$ cat src/hw/cache_pkg.sv
package cache_pkg;

  // address split into tag, index, word offset and byte offset
  localparam int ADDR_W     = 32;
  localparam int WORD_W     = 32;
  localparam int BYTE_OFF_W = 2;
  localparam int WORD_IDX_W = 4;
  localparam int INDEX_W    = 5;
  localparam int TAG_W      = ADDR_W - INDEX_W - WORD_IDX_W - BYTE_OFF_W;
  localparam int OPAQUE_W   = 8;
  localparam int MSG_TYPE_W = 3;

  localparam int DEF_NUM_LINES      = 32;
  localparam int DEF_WORDS_PER_LINE = 16;
  localparam int LINE_W             = WORD_W * DEF_WORDS_PER_LINE;

  typedef logic [ADDR_W-1:0]     addr_t;
  typedef logic [WORD_W-1:0]     word_t;
  typedef logic [TAG_W-1:0]      tag_t;
  typedef logic [INDEX_W-1:0]    index_t;
  typedef logic [WORD_IDX_W-1:0] word_idx_t;
  typedef logic [LINE_W-1:0]     line_t;
  typedef logic [OPAQUE_W-1:0]   opaque_t;
  typedef logic [MSG_TYPE_W-1:0] msg_type_t;

  localparam msg_type_t MSG_READ  = 3'd0;
  localparam msg_type_t MSG_WRITE = 3'd1;

  typedef struct packed {
    msg_type_t type_;
    opaque_t   opaque;
    addr_t     addr;
    word_t     data;
  } mem_req_t;

  typedef struct packed {
    msg_type_t type_;
    opaque_t   opaque;
    word_t     data;
  } mem_resp_t;

endpackage

$ cat src/hw/cache_ctrl.sv
`timescale 1ns/1ps

module cache_ctrl #(
  parameter int WORDS_PER_LINE = cache_pkg::DEF_WORDS_PER_LINE,
  parameter int NUM_LINES      = cache_pkg::DEF_NUM_LINES
) (
  input  logic                 clk,
  input  logic                 reset,

  // handshakes
  input  logic                 proc_req,
  output logic                 proc_ack,
  input  logic                 flush_req,
  output logic                 flush_ack,
  output logic                 mem_req,
  input  logic                 mem_ack,

  // status from the datapath
  input  logic                 hit,
  input  logic                 line_dirty,
  input  logic                 req_is_write,

  // datapath control
  output logic                 latch_req,
  output logic                 array_sel_flush,
  output cache_pkg::index_t    flush_index,
  output cache_pkg::word_idx_t word_cnt,
  output logic                 fill_word_en,
  output logic                 cpu_write_en,
  output logic                 tag_write_en,
  output logic                 set_dirty,
  output logic                 clear_dirty,
  output logic                 wb_phase,
  output logic                 mem_write
);
  import cache_pkg::*;

  localparam word_idx_t LAST_WORD = word_idx_t'(WORDS_PER_LINE - 1);
  localparam index_t    LAST_LINE = index_t'(NUM_LINES - 1);

  typedef enum logic [3:0] {
    IDLE,
    COMPARE,
    WB_REQ,
    WB_WAIT,
    FILL_REQ,
    FILL_WAIT,
    RESPOND,
    FLUSH_CHECK,
    FLUSH_REQ,
    FLUSH_WAIT,
    FLUSH_DONE
  } state_t;

  state_t state;
  state_t state_next;

  logic word_done;   // memory ack has fallen so one word is finished
  logic word_last;
  logic line_last;
  logic line_advance;

  assign word_done = ((state == WB_WAIT) || (state == FILL_WAIT) ||
                      (state == FLUSH_WAIT)) && !mem_ack;
  assign word_last = (word_cnt == LAST_WORD);
  assign line_last = (flush_index == LAST_LINE);

  // flush moves on after a clean line or after the last write-back word
  assign line_advance = ((state == FLUSH_CHECK) && !line_dirty) ||
                        ((state == FLUSH_WAIT) && word_done && word_last);

  always_comb begin
    state_next      = state;
    latch_req       = 1'b0;
    array_sel_flush = 1'b0;
    mem_req         = 1'b0;
    fill_word_en    = 1'b0;
    cpu_write_en    = 1'b0;
    tag_write_en    = 1'b0;
    set_dirty       = 1'b0;
    clear_dirty     = 1'b0;
    wb_phase        = 1'b0;
    mem_write       = 1'b0;

    case (state)
      IDLE: begin
        if (proc_req) begin
          latch_req  = 1'b1;
          state_next = COMPARE;
        end else if (flush_req) begin
          state_next = FLUSH_CHECK;
        end
      end

      COMPARE: begin
        if (hit) begin
          cpu_write_en = req_is_write;
          set_dirty    = req_is_write;
          state_next   = RESPOND;
        end else if (line_dirty) begin
          state_next = WB_REQ; // evict the victim first
        end else begin
          state_next = FILL_REQ;
        end
      end

      WB_REQ: begin
        mem_req   = 1'b1;
        mem_write = 1'b1;
        wb_phase  = 1'b1;
        if (mem_ack) begin
          state_next = WB_WAIT;
        end
      end

      WB_WAIT: begin
        mem_write = 1'b1;
        wb_phase  = 1'b1;
        if (word_done) begin
          if (word_last) begin
            clear_dirty = 1'b1;
            state_next  = FILL_REQ;
          end else begin
            state_next = WB_REQ;
          end
        end
      end

      FILL_REQ: begin
        mem_req = 1'b1;
        if (mem_ack) begin
          fill_word_en = 1'b1; // data valid on the first ack cycle
          state_next   = FILL_WAIT;
        end
      end

      FILL_WAIT: begin
        if (word_done) begin
          if (word_last) begin
            tag_write_en = 1'b1;
            state_next   = COMPARE; // access now completes as a hit
          end else begin
            state_next = FILL_REQ;
          end
        end
      end

      RESPOND: begin
        if (proc_ack && !proc_req) begin
          state_next = IDLE;
        end
      end

      FLUSH_CHECK: begin
        array_sel_flush = 1'b1;
        if (line_dirty) begin
          state_next = FLUSH_REQ;
        end else if (line_last) begin
          state_next = FLUSH_DONE;
        end
      end

      FLUSH_REQ: begin
        array_sel_flush = 1'b1;
        mem_req         = 1'b1;
        mem_write       = 1'b1;
        wb_phase        = 1'b1;
        if (mem_ack) begin
          state_next = FLUSH_WAIT;
        end
      end

      FLUSH_WAIT: begin
        array_sel_flush = 1'b1;
        mem_write       = 1'b1;
        wb_phase        = 1'b1;
        if (word_done) begin
          if (word_last) begin
            clear_dirty = 1'b1; // valid stays set
            state_next  = line_last ? FLUSH_DONE : FLUSH_CHECK;
          end else begin
            state_next = FLUSH_REQ;
          end
        end
      end

      FLUSH_DONE: begin
        if (flush_ack && !flush_req) begin
          state_next = IDLE;
        end
      end

      default: state_next = IDLE;
    endcase
  end

  always_ff @(posedge clk) begin
    if (reset) begin
      state       <= IDLE;
      word_cnt    <= '0;
      flush_index <= '0;
      proc_ack    <= 1'b0;
      flush_ack   <= 1'b0;
    end else begin
      state <= state_next;

      if (word_done) begin
        word_cnt <= word_last ? '0 : word_cnt + 1'b1;
      end

      if (line_advance) begin
        flush_index <= line_last ? '0 : flush_index + 1'b1;
      end

      // ack one cycle into RESPOND and dropped after proc_req falls
      if (state == RESPOND) begin
        if (!proc_ack) begin
          proc_ack <= 1'b1;
        end else if (!proc_req) begin
          proc_ack <= 1'b0;
        end
      end

      if (state == FLUSH_DONE) begin
        if (!flush_ack) begin
          flush_ack <= 1'b1;
        end else if (!flush_req) begin
          flush_ack <= 1'b0;
        end
      end
    end
  end

endmodule

$ cat config.mk
export PLATFORM = sky130hd
export DESIGN_NAME = cache_ctrl
export DESIGN_NICKNAME = d
export VERILOG_FILES = /design/src/hw/cache_pkg.sv /design/src/hw/cache_ctrl.sv
export SDC_FILE = /design/constraint.sdc
export NUM_CORES = 1
export LEC_CHECK = 0
export ABC_CLOCK_PERIOD_IN_PS = 2400
export BUFFER_PORTS_ARGS = -buffer_cell sky130_fd_sc_hd__buf_4
export CORE_UTILIZATION = 40
export CTS_BUF_LIST = sky130_fd_sc_hd__clkbuf_2 sky130_fd_sc_hd__clkbuf_4 sky130_fd_sc_hd__clkbuf_8
export CTS_CLUSTER_SIZE = 30
export DETAILED_ROUTE_END_ITERATION = 6
export GPL_ROUTABILITY_DRIVEN = 0
export HOLD_SLACK_MARGIN = 0.1
export PLACE_DENSITY_LB_ADDON = 0.15
export SLEW_MARGIN = 0
export SYNTH_ARGS = -nofsm -noshare
export SYNTH_HDL_FRONTEND = slang
export SYNTH_SLANG_ARGS = --single-unit
$ cat constraint.sdc
create_clock -name clk -period 2.4 [get_ports clk]
set_clock_uncertainty 0.15 [all_clocks]
set_input_delay 0.24 -clock clk [delete_from_list [all_inputs] [get_ports clk]]
set_output_delay 0.24 -clock clk [all_outputs]
set_load 0.05 [all_outputs]
* After elaboration in Yosys (flattened, before gate mapping)
Cells that the tools add are included.
Widths: inputs -> output; s select.
** Storage, ports and cells
- Output and inout port bits :: 21
- Logic and storage cells :: 85
- Bits of input ports :: 8
- Bits in registers :: 15
** Cells by class
- Add/sub/neg operators :: 2
- Reduce and logical (&&, ||, !) cells :: 19
- Equal/unequal tests :: 22
- Muxes and demuxes :: 37
** Operator list (count)
- $mux 4 :: 15
- $pmux 4 s11 :: 1
- $eq 4x3->1 const B :: 4
- $eq 4x4->1 const B :: 4
- $mux 1 :: 16
- $ne 2x2->1 const B :: 8
- $mux 3 :: 4
- $reduce_and 10->1 :: 1
- $eq 4x2->1 const B :: 2
- $logic_and 1x1->1 :: 6
- $ne 3x3->1 const B :: 2
- $reduce_or 3->1 :: 2
- $add 5x1->5 const B :: 1
- $eq 5x5->1 const B :: 1
- $mux 5 :: 1
- $add 4x1->4 const B :: 1
- $eq 4x1->1 const B :: 1
- $logic_not 1->1 :: 4
- $logic_not 4->1 :: 1
- $reduce_or 4->1 :: 1
- $logic_or 1x1->1 :: 3
- $reduce_or 2->1 :: 1

* Depth between registers and ports, before layout
- Depth in word-level cells :: 7
- Depth in mapped cells :: 8
- Depth with buffers taken out :: 7

* Least setup slack after synthesis
Ideal clock, no wire load.
- Kind :: flip-flop to output port
- From :: register word_cnt[0]
- To :: output clear_dirty
- Setup slack :: -0.811 ns
- Arrival time :: 2.821 ns
- Cell stages (with the launch flop) :: 4
- Path buffers :: 0
- Cell sequence :: dfxtp_1 ha_1 nand4_2 nor4b_1
** Between the ends
- Word-level cells in the longest chain between the ends :: 4
** Ends and longest elaborated chain
- from (decl) :: RTL line cache_ctrl.sv:27 : output cache_pkg::word_idx_t word_cnt,
- from (signal assigned) :: RTL line cache_ctrl.sv:208 : word_cnt <= word_last ? '0 : word_cnt + 1'b1;
- $eq 4x4->1 :: RTL line cache_ctrl.sv:65 : assign word_last = (word_cnt == LAST_WORD);
- $mux 1 :: RTL line cache_ctrl.sv:120, cache_ctrl.sv:178
- $mux 1 :: RTL line cache_ctrl.sv:177 : if (word_done) begin
- $mux 1
- to (decl) :: RTL line cache_ctrl.sv:32 : output logic clear_dirty,
Every way passes these cells.

* Worst setup path after layout
- From :: register state[2]
- To :: output clear_dirty
** Between the ends
- Word-level cells in the longest chain between the ends :: 6
- Elaborated cells on any way between the ends :: 9
- Those cells by class :: eq/ne (3); mux (2); reduce/logical (4)
** Ends and longest elaborated chain
- from (decl) :: RTL line cache_ctrl.sv:55 : state_t state;
- from (signal assigned) :: RTL line cache_ctrl.sv:205 : state <= state_next;
- $eq 4x2->1 / $eq 4x3->1 (equally long branches) :: RTL line cache_ctrl.sv:63, cache_ctrl.sv:85
- $logic_or 1x1->1 (2 in series) :: RTL line cache_ctrl.sv:63 : assign word_done = ((state == WB_WAIT) || (state == FILL_WAIT) ||
- $logic_and 1x1->1 :: RTL line cache_ctrl.sv:64 : (state == FLUSH_WAIT)) && !mem_ack;
- $mux 1 :: RTL line cache_ctrl.sv:177
- $mux 1 *
Mark *: on every way between the ends. The rest lies on a longest branch, timed or not.

==> results.ini <==
[status]
status = completed

[cts]
path_clk_slew_ns = 0.10
clock_tree.htree_level_count = 1
root_buffer = clkbuf_4
cts_sinks = 15
clk_latency_ns = 0.28
cts_buffers = 3
cts_buffer_depth = 2
cts_tree = yes
cts_setup_buffers = 0

[global_routing]
grt_usage = 0.192
gr-usage-met2 = 0.321
grt_pass1_wl_um = 4810
grt_use_met1 = 0.244
busiest_layer = met2
grt_max_degree = 15
use_met3 = 0.0186
antenna_found_initial = 0
grt_remaining_overflow = 0
first_global_vias = 1058

[detailed_routing]
viasPerCell = 5.98
vias = 1148
route.detailed.drc = 0
post_drt_wl_per_cell_um = 15.2
first_pass_iters = 4
drt-initial-drc-count = 27
ant_nets = 0
totalWireLength_um = 2920

[logic_synthesis]
ys_warn_count = 0
synth-edff-count = 0
syn_inst = 133
synth_ff_type = dfxtp_1
synth_seq_cells = 15
synth_cell_types = 58
async_flop_share = 0
synth_area_um2 = 1170
syn_area_per_cell_um2 = 8.82
yosysSeqAreaShare = 0.256
synthesis.nets = 144

[power_and_ir_drop]
total_power_mw = 1.30
p_per_area_nw_per_um2 = 890
leakage_nw = 0.584
ir_worst_vdd_mv = 0.537

[hold_path]
min_path_type = in2reg
whs_path_depth = 4

[cells_and_area]
drive_gt1_frac = 0.354
antenna_cells = 0
area_delta_synth_final_pct = 24.2
nets = 173
nFillCells = 272

[sta]
finalHoldViolCount = 0
setup-tns-final_ns = 0
finalSetupViolations = 0
slew_headroom = 0.694
worst_slew_pin_slew_ns = 0.456
fin_crit_sh = 0.930
rsz0062_at_grt = no
slew_viol_final = 0
finalCriticalPeriod_ns = 2.23
fmax_mhz = 448

[setup_path]
critPathArrivalTime_ns = 1.84
endpoint_kind = output pin
worstPathMaxFanout = 11
r2r.worst_path.cells = 6
crit_required_ns = 2.01
cp-start-kind = register
crit_type = reg2out

[floorplan]
core.rowCount = 19
die_h_um = 56.2
start_util = 0.426
die_area_um2 = 3150
core_area_um2 = 2760
dieWidth_um = 56.2
io_pins = 29

[placement]
dp.final_hpwl_um = 2190
numPortBuffers = 28

[job]
drv_cap = 0

==> cells by family after synthesis <==
group | synth area share
fa+ha+maj | 0.0320
simple gates | 0.267
flops | 0.256
compound gates | 0.286
mux | 0.0437
xor+xnor | 0.0299
buf+inv | 0.0863
==> power by group <==
part	internal [mW]	switching [mW]	leakage [nW]
logic	0.307	0.484	0.444
clock network	0.0618	0.0841	0.0177
registers	0.281	0.0799	0.122
==> layout by cell type (no fill, tap or decap), types with 2 or more instances in the layout <==
cell type / instances
and3_1: 3
nor4_1: 2
xnor2_1: 2
dfxtp_1: 14
o21ai_0: 2
a31o_1: 2
nor2_1: 17
nand3_1: 4
ha_1: 3
buf_4: 34
xor2_1: 2
nand2_1: 5
a21oi_1: 5
o21a_1: 2
nand2b_1: 6
clkbuf_4: 3
a31oi_1: 2
mux2i_1: 4
inv_1: 6
a211oi_1: 4
==> through the flow <==
stage	cells	setup slack, ns	util	cell area (um2)	hold WS (ns)
final	192	0.168	0.529	1460	0.206
after CTS	192	0.0206	0.528	1460	0.201
after global placement	187	0.303	0.515	1420	0.336
after floorplan	133	0.0882	-	1200	0.290
after global routing	192	0.0555	0.529	1460	0.248
after detailed placement	187	0.286	0.515	1420	0.354
==> Yosys cell counts (2+ instances only) <==
library cell	n	area (um2)
nor2_1	17	63.8
xnor2_1	2	17.5
buf_4	3	22.5
a21oi_1	5	25.0
o21a_1	2	15.0
inv_1	6	22.5
nand2_1	5	18.8
buf_2	3	15.0
ha_1	3	37.5
nand2b_1	6	37.5
xor2_1	2	17.5
mux2i_1	4	40.0
o21ai_0	2	10.0
nor4_1	3	18.8
and3_1	3	18.8
nand3_1	4	20.0
a211oi_1	4	30.0
dfxtp_1	15	300
a31oi_1	2	12.5
buf_6	3	33.8
a31o_1	2	17.5
==> state kept, by name, indices dropped and copies added (netlist names) <==
name	flops
flush_ack	1
flush_index	5
proc_ack	1
state	4
word_cnt	4
==> metal layers <==
metal	part of all wire	wire length, um	up-vias
met5	0	0	-
li1	-	-	553
met1	0.45	1310	550
met2	0.49	1430	41
met4	0.013	38	0
met3	0.047	138	4
==> worst max-delay path, stage by stage (launching register included) <==
cell,delay [ns]
dfxtp_1,0.58
xnor2_1,0.23
o32ai_4,0.30
nor4b_4,0.22
buf_4,0.23
==> worst paths after layout <==
kind	start	endpoint	slack, ns
worst max register to register	word_cnt[0]	flush_index[2]	0.24
worst min register to register	proc_ack	proc_ack	0.37
worst min-delay path	flush_req	flush_ack	0.21
worst max-delay path	state[2]	clear_dirty	0.17
==> layout make-up <==
cell class,instances,area [um2],area share
Multi-Input combinational cell,101,802,0.550
Sequential cell,15,302,0.207
Timing Repair Buffer,35,265,0.182
Tap cell,31,38.8,0.0266
Clock buffer,3,22.5,0.0155
Inverter,6,22.5,0.0155
Clock inverter,1,5.00,0.00343
==> repair_timing <==
item                       in CTS  in global routing
hold endpoints to repair       10                  0
hold buffers                    1                  0
resized for setup               0                  1
setup endpoints to repair       0                  1
(Power assumes the default switching activity.)
